==> src/design/btb_config.svh <==
`ifndef BTB_CONFIG_SVH
`define BTB_CONFIG_SVH

// ------------------------------
// geometry
// ------------------------------

// sets per way
`define BTB_SETS 64

// two-way set associative
`define BTB_WAYS 2

// lanes per fetch block, one lane per 2-byte parcel
`define BTB_LANES 8

// ------------------------------
// field widths
// ------------------------------

`define BTB_ASID_W 9

// hashed tag, see btb_hash_tag in the package
`define BTB_TAG_W 10

// derived index widths
`define BTB_IDX_W $clog2(`BTB_SETS)
`define BTB_LANE_W $clog2(`BTB_LANES)
`define BTB_WAY_W $clog2(`BTB_WAYS)

`endif

==> src/design/btb_pkg.sv <==
`default_nettype none

`include "btb_config.svh"

package btb_pkg;

	// ------------------------------
	// plain vector types
	// ------------------------------

	typedef logic [`BTB_ASID_W-1:0] asid_t;

	// pc in 2-byte units: lane [2:0], set [8:3], tag source [37:9]
	typedef logic [37:0] pc38_t;

	typedef logic [`BTB_IDX_W-1:0] fetch_idx_t;
	typedef logic [`BTB_LANE_W-1:0] fetch_lane_t;
	typedef logic [`BTB_WAY_W-1:0] btb_way_idx_t;
	typedef logic [`BTB_TAG_W-1:0] btb_tag_t;

	// ------------------------------
	// structs
	// ------------------------------

	// opaque to the btb, carried through unchanged
	typedef struct packed {
		logic [1:0] br_type;
		logic [13:0] target_low;
	} btb_info_t;

	// valid bit lives in the array next to this
	typedef struct packed {
		btb_tag_t tag;
		fetch_lane_t lane;
		btb_info_t info;
	} btb_entry_t;

	// fold upper pc bits and asid down to the tag width
	function automatic btb_tag_t btb_hash_tag(input pc38_t pc, input asid_t asid);
		btb_tag_t fold;
		fold = pc[18:9] ^ pc[28:19];
		fold = fold ^ btb_tag_t'(pc[37:29]);
		fold = fold ^ btb_tag_t'(asid);
		return fold;
	endfunction

endpackage

`default_nettype wire

==> src/design/btb.sv <==
`default_nettype none

`include "btb_config.svh"

module btb (
	input logic CLK,
	input logic nRST,

	// arch state
	input btb_pkg::asid_t arch_asid,

	// read req stage
	input logic read_req_valid,
	input btb_pkg::fetch_idx_t read_req_fetch_index,

	// read resp stage
	input btb_pkg::pc38_t read_resp_pc38,

	output logic read_resp_hit,
	output btb_pkg::btb_way_idx_t read_resp_hit_way,
	output btb_pkg::fetch_lane_t read_resp_hit_lane,
	output logic read_resp_double_hit,
	output btb_pkg::btb_info_t read_resp_btb_info,

	// update
	input logic update_valid,
	input btb_pkg::pc38_t update_pc38,
	input btb_pkg::btb_info_t update_btb_info,
	input logic update_hit,
	input btb_pkg::btb_way_idx_t update_hit_way
);

	import btb_pkg::*;

	logic resp_valid;
	fetch_idx_t resp_index;

	btb_entry_t [`BTB_WAYS-1:0] array_entries;
	logic [`BTB_WAYS-1:0] array_valids;

	fetch_idx_t update_index;
	btb_way_idx_t victim_way;
	btb_way_idx_t write_way;
	btb_entry_t write_entry;

	// ------------------------------
	// request to response stage
	// ------------------------------

	always_ff @(posedge CLK or negedge nRST) begin
		if (!nRST) begin
			resp_valid <= 1'b0;
		end else begin
			resp_valid <= read_req_valid;
		end
	end

	// index only matters for lru touch, which needs resp_valid
	always_ff @(posedge CLK) begin
		resp_index <= read_req_fetch_index;
	end

	// ------------------------------
	// update entry
	// ------------------------------

	assign update_index = update_pc38[`BTB_LANE_W +: `BTB_IDX_W];

	// known way on an update hit, else replace
	assign write_way = update_hit ? update_hit_way : victim_way;

	always_comb begin
		write_entry.tag = btb_hash_tag(update_pc38, arch_asid);
		write_entry.lane = update_pc38[`BTB_LANE_W-1:0];
		write_entry.info = update_btb_info;
	end

	// ------------------------------
	// instances
	// ------------------------------

	btb_array array (
		.CLK(CLK), .nRST(nRST),
		.read_valid(read_req_valid), .read_index(read_req_fetch_index),
		.write_valid(update_valid), .write_index(update_index),
		.write_way(write_way), .write_entry(write_entry),
		.read_entries(array_entries), .read_valids(array_valids)
	);

	btb_tag_match tag_match (
		.entries(array_entries), .valids(array_valids),
		.pc38(read_resp_pc38), .asid(arch_asid), .resp_valid(resp_valid),
		.hit(read_resp_hit), .hit_way(read_resp_hit_way),
		.hit_lane(read_resp_hit_lane), .double_hit(read_resp_double_hit),
		.btb_info(read_resp_btb_info)
	);

	btb_lru lru (
		.CLK(CLK), .nRST(nRST),
		.touch_valid(read_resp_hit), .touch_index(resp_index),
		.touch_way(read_resp_hit_way),
		.fill_valid(update_valid), .fill_index(update_index), .fill_way(write_way),
		.victim_way(victim_way)
	);

endmodule

`default_nettype wire

==> src/design/btb_array.sv <==
`default_nettype none

`include "btb_config.svh"

module btb_array (
	input logic CLK,
	input logic nRST,

	// read port, data is registered
	input logic read_valid,
	input btb_pkg::fetch_idx_t read_index,

	// write port, one way per cycle
	input logic write_valid,
	input btb_pkg::fetch_idx_t write_index,
	input btb_pkg::btb_way_idx_t write_way,
	input btb_pkg::btb_entry_t write_entry,

	output btb_pkg::btb_entry_t [`BTB_WAYS-1:0] read_entries,
	output logic [`BTB_WAYS-1:0] read_valids
);

	import btb_pkg::*;

	// ------------------------------
	// storage
	// ------------------------------

	btb_entry_t entry_mem [`BTB_SETS][`BTB_WAYS];
	logic [`BTB_WAYS-1:0] valid_q [`BTB_SETS];

	// ------------------------------
	// entry ram
	// ------------------------------

	// same-edge read sees the old entry
	always_ff @(posedge CLK) begin
		if (write_valid) begin
			entry_mem[write_index][write_way] <= write_entry;
		end
		if (read_valid) begin
			for (int w = 0; w < `BTB_WAYS; w++) begin
				read_entries[w] <= entry_mem[read_index][w];
			end
		end
	end

	// ------------------------------
	// valid bits
	// ------------------------------

	always_ff @(posedge CLK or negedge nRST) begin
		if (!nRST) begin
			for (int s = 0; s < `BTB_SETS; s++) begin
				valid_q[s] <= '0;
			end
			read_valids <= '0;
		end else begin
			if (write_valid) begin
				valid_q[write_index][write_way] <= 1'b1;
			end
			// outputs hold between reads
			if (read_valid) begin
				read_valids <= valid_q[read_index];
			end
		end
	end

endmodule

`default_nettype wire

==> src/design/btb_lru.sv <==
`default_nettype none

`include "btb_config.svh"

module btb_lru (
	input logic CLK,
	input logic nRST,

	// read hit from the response stage
	input logic touch_valid,
	input btb_pkg::fetch_idx_t touch_index,
	input btb_pkg::btb_way_idx_t touch_way,

	// way written by an update
	input logic fill_valid,
	input btb_pkg::fetch_idx_t fill_index,
	input btb_pkg::btb_way_idx_t fill_way,

	output btb_pkg::btb_way_idx_t victim_way
);

	import btb_pkg::*;

	// one bit per set, names the least recent way
	btb_way_idx_t lru_way [`BTB_SETS];

	// ------------------------------
	// victim
	// ------------------------------

	assign victim_way = lru_way[fill_index];

	// ------------------------------
	// recency update
	// ------------------------------

	// with two ways the other one becomes least recent
	always_ff @(posedge CLK or negedge nRST) begin
		if (!nRST) begin
			for (int s = 0; s < `BTB_SETS; s++) begin
				lru_way[s] <= '0;
			end
		end else begin
			if (touch_valid) begin
				lru_way[touch_index] <= ~touch_way;
			end
			// fill last so it wins on the same set
			if (fill_valid) begin
				lru_way[fill_index] <= ~fill_way;
			end
		end
	end

endmodule

`default_nettype wire

==> src/design/btb_tag_match.sv <==
`default_nettype none

`include "btb_config.svh"

module btb_tag_match (
	// array read data
	input btb_pkg::btb_entry_t [`BTB_WAYS-1:0] entries,
	input logic [`BTB_WAYS-1:0] valids,

	// response stage lookup
	input btb_pkg::pc38_t pc38,
	input btb_pkg::asid_t asid,
	input logic resp_valid,

	output logic hit,
	output btb_pkg::btb_way_idx_t hit_way,
	output btb_pkg::fetch_lane_t hit_lane,
	output logic double_hit,
	output btb_pkg::btb_info_t btb_info
);

	import btb_pkg::*;

	btb_tag_t pc_tag;
	fetch_lane_t pc_lane;
	logic [`BTB_WAYS-1:0] way_hit;

	// ------------------------------
	// per-way compare
	// ------------------------------

	always_comb begin
		pc_tag = btb_hash_tag(pc38, asid);
		pc_lane = pc38[`BTB_LANE_W-1:0];
	end

	// branch must sit at or after the fetch lane
	always_comb begin
		for (int w = 0; w < `BTB_WAYS; w++) begin
			way_hit[w] = resp_valid && valids[w]
				&& (entries[w].tag == pc_tag)
				&& (entries[w].lane >= pc_lane);
		end
	end

	// ------------------------------
	// hit select
	// ------------------------------

	// lowest lane wins, lower way on a tie
	always_comb begin
		hit = 1'b0;
		hit_way = '0;
		hit_lane = '0;
		double_hit = 1'b0;
		btb_info = '0;
		for (int w = 0; w < `BTB_WAYS; w++) begin
			if (way_hit[w]) begin
				if (hit) begin
					double_hit = 1'b1;
				end
				if (!hit || (entries[w].lane < hit_lane)) begin
					hit = 1'b1;
					hit_way = btb_way_idx_t'(w);
					hit_lane = entries[w].lane;
					btb_info = entries[w].info;
				end
			end
		end
	end

endmodule

`default_nettype wire

==> src/design/btb_wrapper.sv <==
`default_nettype none

module btb_wrapper (
	input logic CLK,
	input logic nRST,

	// arch state
	input btb_pkg::asid_t next_arch_asid,

	// read req stage
	input logic next_read_req_valid,
	input btb_pkg::fetch_idx_t next_read_req_fetch_index,

	// read resp stage
	input btb_pkg::pc38_t next_read_resp_pc38,

	output logic last_read_resp_hit,
	output btb_pkg::btb_way_idx_t last_read_resp_hit_way,
	output btb_pkg::fetch_lane_t last_read_resp_hit_lane,
	output logic last_read_resp_double_hit,
	output btb_pkg::btb_info_t last_read_resp_btb_info,

	// update
	input logic next_update_valid,
	input btb_pkg::pc38_t next_update_pc38,
	input btb_pkg::btb_info_t next_update_btb_info,
	input logic next_update_hit,
	input btb_pkg::btb_way_idx_t next_update_hit_way
);

	import btb_pkg::*;

	// ------------------------------
	// core side signals
	// ------------------------------

	asid_t arch_asid;
	logic read_req_valid;
	fetch_idx_t read_req_fetch_index;
	pc38_t read_resp_pc38;

	logic read_resp_hit;
	btb_way_idx_t read_resp_hit_way;
	fetch_lane_t read_resp_hit_lane;
	logic read_resp_double_hit;
	btb_info_t read_resp_btb_info;

	logic update_valid;
	pc38_t update_pc38;
	btb_info_t update_btb_info;
	logic update_hit;
	btb_way_idx_t update_hit_way;

	btb core (.*);

	// ------------------------------
	// port registers
	// ------------------------------

	always_ff @(posedge CLK or negedge nRST) begin
		if (!nRST) begin
			arch_asid <= '0;
			read_req_valid <= 1'b0;
			read_req_fetch_index <= '0;
			read_resp_pc38 <= '0;
			last_read_resp_hit <= 1'b0;
			last_read_resp_hit_way <= '0;
			last_read_resp_hit_lane <= '0;
			last_read_resp_double_hit <= 1'b0;
			last_read_resp_btb_info <= '0;
			update_valid <= 1'b0;
			update_pc38 <= '0;
			update_btb_info <= '0;
			update_hit <= 1'b0;
			update_hit_way <= '0;
		end else begin
			// inputs toward the core
			arch_asid <= next_arch_asid;
			read_req_valid <= next_read_req_valid;
			read_req_fetch_index <= next_read_req_fetch_index;
			read_resp_pc38 <= next_read_resp_pc38;
			update_valid <= next_update_valid;
			update_pc38 <= next_update_pc38;
			update_btb_info <= next_update_btb_info;
			update_hit <= next_update_hit;
			update_hit_way <= next_update_hit_way;
			// response out of the core
			last_read_resp_hit <= read_resp_hit;
			last_read_resp_hit_way <= read_resp_hit_way;
			last_read_resp_hit_lane <= read_resp_hit_lane;
			last_read_resp_double_hit <= read_resp_double_hit;
			last_read_resp_btb_info <= read_resp_btb_info;
		end
	end

endmodule

`default_nettype wire

==> config.mk <==
export PLATFORM = sky130hd
export DESIGN_NAME = btb_wrapper
export DESIGN_NICKNAME = d
export VERILOG_FILES = /design/src/design/btb_pkg.sv /design/src/design/btb.sv /design/src/design/btb_array.sv /design/src/design/btb_lru.sv /design/src/design/btb_tag_match.sv /design/src/design/btb_wrapper.sv
export VERILOG_INCLUDE_DIRS = /design/src /design/src/design
export SDC_FILE = /design/constraint.sdc
export NUM_CORES = 2
export LEC_CHECK = 0
export BUFFER_PORTS_ARGS = -buffer_cell sky130_fd_sc_hd__buf_4
export CORE_MARGIN = 5
export CORE_UTILIZATION = 30
export CTS_BUF_LIST = sky130_fd_sc_hd__clkbuf_16
export CTS_CLUSTER_DIAMETER = 30
export DETAILED_ROUTE_END_ITERATION = 8
export PLACE_DENSITY = 0.5
export SLEW_MARGIN = 20
export SYNTH_ARGS = -nofsm -noshare
export SYNTH_HDL_FRONTEND = slang
export SYNTH_SLANG_ARGS = --single-unit
==> constraint.sdc <==
create_clock -name CLK -period 10.2 [get_ports CLK]
set_clock_uncertainty 0.1 [all_clocks]
set_input_delay 3.06 -clock CLK [delete_from_list [all_inputs] [get_ports CLK]]
set_output_delay 3.06 -clock CLK [all_outputs]
set_load 0.005 [all_outputs]
==> metrics.csv <==
metric,value,unit
number of port buffers,128,
Max Freq,0.1796,GHz
maximum vdd drop,0.1707,mV
type of origin of the critical path,flop,
cells resized by post-CTS repair,0,
synthesized area per cell,23.86,µm²
final sum of negative setup slack,0,ns
endpoints failing setup,0,
starting density of the core,30.12,%
cell taking the most area after synthesis,sky130_fd_sc_hd__edfxtp_1,
beginning of the worst hold path,core.array.read_entries[38]$_DFFE_PP_,
number of warnings reported in the yosys synthesis log,0,
status,"complete, no violations",
"top cells by count, synth","sky130_fd_sc_hd__edfxtp_1, sky130_fd_sc_hd__mux4_2, sky130_fd_sc_hd__dfrtp_1, sky130_fd_sc_hd__clkbuf_1, sky130_fd_sc_hd__nor2_1",
cell chosen for the clock root,sky130_fd_sc_hd__clkbuf_16,
GRT overflow,0,
sequential area share after synthesis,77.32,%
summed instance area of the synthesized netlist,0.1570,mm²
shortest clock period the worst path allows after layout,5.567,ns
gp weighted congestion,0.8223,
H-tree Lvls,6,
Die Span X,733.4,µm
drt first pass iters,5,
FF-to-FF setup slack,4.63,ns
CP Buf/Inv Count,3,
wire length of the first global-routing pass,629.2,mm
die area,0.5379,mm²
Final Cycle Share,54.58,%
count of endpoints failing hold in the final timing report,0,
worst r2r path cells,16,
Slew Limit Headroom,23.52,%
cell with the most instances after synthesis,sky130_fd_sc_hd__edfxtp_1,
"Arr. time, crit path",6.41,ns
IO Count,135,
area share of the leading cell type in the synthesized netlist,72.11,%
Core Region,0.5212,mm²
drt wl/cell,30.26,µm
starting DRC count in detailed routing,7978,
most frequent CP cell,sky130_fd_sc_hd__buf_4,
number of rows in the core area,265,
CP Class,flop to flop,
post-route non-filler standard cell count,14960,
Min-Delay Endpoint,last_read_resp_btb_info[9]$_DFF_PN0_,
Slew Limit Fails,0,
final routed DRC violation total,0,
worst-case clock buffer depth,4,
"EDFF count, synth",3770,
Post-Synthesis Cells,6580,
CTS sink cnt,4098,
terminus of the critical flop-to-flop path,core.lru.lru_way[53]$_DFF_PN0_,
CTS tree,built,
number of CTS-inserted buffers,753,
overall track demand over capacity in global routing,16.49,%
largest incremental delay on the critical path,0.84,ns
cell breakdown of the critical path,xnor2_1 > xnor3_1 > nand4_1 > nor4_4 > buf_4 > nand3_1 > ha_1 > o21ai_0 > nand2b_1 > a21oi_1 > nor3b_1 > or2_2 > buf_4 > inv_2 > o31ai_1 > a21o_1,
via-per-instance ratio,5.035,
CTS Hold Bufs,0,
static power due to leakage,63.68,nW
vertical extent of the die,733.4,µm
total nets after synthesis,6701,
fraction of final layout cells with drive strength greater than 1,38.72,%
number of max-cap violations,0,
DRT Wirelength,452.7,mm
unrepaired setup endpoints after global routing,false,
post-CTS setup buffers,0,
Worst R2R Start,arch_asid[5]$_DFF_PN0_,
clock latency reported for the late side of the worst-skew pair,1.07,ns
vias in the first global route,79050,
register bit count reported by yosys,4098,
number of nets with antenna violations after routing,0,
relative area change from synthesis to final layout,23.59,%
min-delay worst type,flop to flop,
Placed Cells,13540,
most common flop cell mapped by yosys,sky130_fd_sc_hd__edfxtp_1,
clk slew on worst S/H paths,0.05,ns
data required time of the worst path,11.04,ns
DP Wirelength,236.3,mm
leading cell types by total area after synthesis,"sky130_fd_sc_hd__edfxtp_1, sky130_fd_sc_hd__mux4_2, sky130_fd_sc_hd__dfrtp_1, sky130_fd_sc_hd__mux2i_1, sky130_fd_sc_hd__buf_2",
number of cells on the critical path,16,
library cells used by synthesis,59,
number of nets in the final layout,7478,
number of antenna violations at the first check in global routing,39,
type of element capturing the critical path,flop,
share of flip-flops with an asynchronous set or reset after synthesis,7.857,%
Finished Core Util,37.22,%
worst hold stages,2,
Top delay family on crit path,buffers and inverters,
actual slew at the worst max-slew pin,1.147,ns
power per cell area,237.8,mW/mm²
total vias in the final route,75320,
crit path max fanout,61,
pin count of the biggest net entering global routing,121,
Worst path slowest cell,sky130_fd_sc_hd__inv_2,
area by class of cell:
class / count / area (µm²)
Clock inverter: 632 / 6689
Timing Repair Buffer: 369 / 3044
Fill cell: 46830 / 327200
Sequential cell: 4098 / 121500
Tap cell: 6942 / 8686
Inverter: 8 / 30.03
Multi-Input combinational cell: 2127 / 34970
Clock buffer: 762 / 19070
Antenna cell: 21 / 52.55
state kept, by name, indices dropped and copies added, names as in the netlist, 2 cells and up:
| register | flops |
|---|---|
| arch_asid | 9 |
| core.array.entry_mem | 3712 |
| core.array.read_entries | 58 |
| core.array.read_valids | 2 |
| core.array.valid_q | 128 |
| core.lru.lru_way | 64 |
| core.resp_index | 6 |
| last_read_resp_btb_info | 16 |
| last_read_resp_hit_lane | 3 |
| read_req_fetch_index | 6 |
| read_resp_pc38 | 32 |
| update_btb_info | 16 |
| update_pc38 | 38 |
layout by cell type (no fill, tap or decap), types with 13 or more instances in the layout:
cell | synthesis | layout
sky130_fd_sc_hd__clkinvlp_4 | 0 | 78
sky130_fd_sc_hd__or2_1 | 68 | 67
sky130_fd_sc_hd__o21ai_0 | 39 | 38
sky130_fd_sc_hd__clkinv_1 | 0 | 105
sky130_fd_sc_hd__inv_1 | 7 | 96
sky130_fd_sc_hd__clkinv_4 | 0 | 38
sky130_fd_sc_hd__inv_6 | 0 | 48
sky130_fd_sc_hd__or2_2 | 62 | 63
sky130_fd_sc_hd__mux2i_1 | 119 | 119
sky130_fd_sc_hd__diode_2 | 0 | 21
sky130_fd_sc_hd__edfxtp_1 | 3770 | 3770
sky130_fd_sc_hd__xnor2_1 | 41 | 32
sky130_fd_sc_hd__o21ai_1 | 12 | 13
sky130_fd_sc_hd__clkbuf_16 | 0 | 762
sky130_fd_sc_hd__dfrtp_4 | 0 | 26
sky130_fd_sc_hd__a21o_1 | 20 | 20
sky130_fd_sc_hd__mux4_2 | 1240 | 1240
sky130_fd_sc_hd__buf_4 | 23 | 346
sky130_fd_sc_hd__dfrtp_1 | 322 | 296
sky130_fd_sc_hd__nor3_1 | 62 | 60
sky130_fd_sc_hd__mux2_2 | 49 | 49
sky130_fd_sc_hd__nand2_1 | 122 | 122
sky130_fd_sc_hd__nand3_1 | 30 | 30
sky130_fd_sc_hd__inv_16 | 0 | 19
sky130_fd_sc_hd__nor2_4 | 0 | 126
sky130_fd_sc_hd__bufinv_16 | 0 | 99
sky130_fd_sc_hd__clkinv_2 | 0 | 122
sky130_fd_sc_hd__nor2_1 | 147 | 21
sky130_fd_sc_hd__buf_12 | 0 | 21
sky130_fd_sc_hd__xnor3_1 | 16 | 16
worst reg2reg max path: stages (launching register included):
cell and delay (ns):
sky130_fd_sc_hd__dfrtp_1 0.40, sky130_fd_sc_hd__xnor2_1 0.33, sky130_fd_sc_hd__xnor3_1 0.30, sky130_fd_sc_hd__nand4_1 0.50, sky130_fd_sc_hd__nor4_4 0.38, sky130_fd_sc_hd__buf_4 0.46, sky130_fd_sc_hd__nand3_1 0.21, sky130_fd_sc_hd__ha_1 0.31
sky130_fd_sc_hd__o21ai_0 0.08, sky130_fd_sc_hd__nand2b_1 0.09, sky130_fd_sc_hd__a21oi_1 0.31, sky130_fd_sc_hd__nor3b_1 0.08, sky130_fd_sc_hd__or2_2 0.30, sky130_fd_sc_hd__buf_4 0.34, sky130_fd_sc_hd__inv_2 0.87, sky130_fd_sc_hd__o31ai_1 0.20
sky130_fd_sc_hd__a21o_1 0.22
layer usage:
metal | vias to the layer above | wire (µm) | GRT usage (%)
met5 | - | 21 | 0
met4 | 4 | 10860 | 4.484
met3 | 649 | 26700 | 2.605
met2 | 2787 | 220400 | 26.95
met1 | 41990 | 194800 | 22.95
li1 | 29900 | - | -
through the flow:
stage | setup slack (ns) | total power [mW] | hold slack (ns) | instance area (µm²)
2_1_floorplan | 4.964 | 20.65 | 0.2422 | 157000
3_3_place_gp | 4.515 | 21.56 | 0.3412 | 168200
3_5_place_dp | 4.692 | 21.64 | 0.3472 | 168200
4_1_cts | 4.648 | 46.55 | 0.3475 | 194000
5_1_grt | 4.381 | 47.53 | 0.3646 | 194000
6_report | 4.633 | 46.13 | 0.3466 | 194000
report_power, final:
group | internal, mW | switching [mW] | total, mW | leakage (nW)
Combinational | 0.818 | 1.38 | 2.20 | 12.8
Sequential | 18.9 | 0.205 | 19.1 | 38.1
Clock | 16.2 | 8.67 | 24.8 | 12.8
Total | 35.9 | 10.3 | 46.1 | 63.7
kinds of logic after synthesis:
logic type | count (synthesis) | synth area share [%]
flip-flops | 4098 | 77.32
multiplexers | 1410 | 18.91
AND/OR/NAND/NOR | 531 | 1.639
buffers and inverters | 355 | 1.091
AO/OA/AOI/OAI | 109 | 0.4503
XOR/XNOR | 69 | 0.5252
adder cells (fa/ha/maj) | 8 | 0.06376
how the worst max path moves through the flow:
stage | startpoint | to | slack (ns)
after floorplan | arch_asid[2]$_DFF_PN0_ | core.array.entry_mem[0][21]$_DFFE_PP_ | 4.96
after global placement | arch_asid[6]$_DFF_PN0_ | core.lru.lru_way[51]$_DFF_PN0_ | 4.51
after detailed placement | arch_asid[3]$_DFF_PN0_ | core.lru.lru_way[55]$_DFF_PN0_ | 4.69
after CTS | arch_asid[5]$_DFF_PN0_ | core.lru.lru_way[55]$_DFF_PN0_ | 4.65
after global routing | arch_asid[5]$_DFF_PN0_ | core.lru.lru_way[55]$_DFF_PN0_ | 4.38
final | arch_asid[5]$_DFF_PN0_ | core.lru.lru_way[53]$_DFF_PN0_ | 4.63
Power figures use the tool's default switching activity.
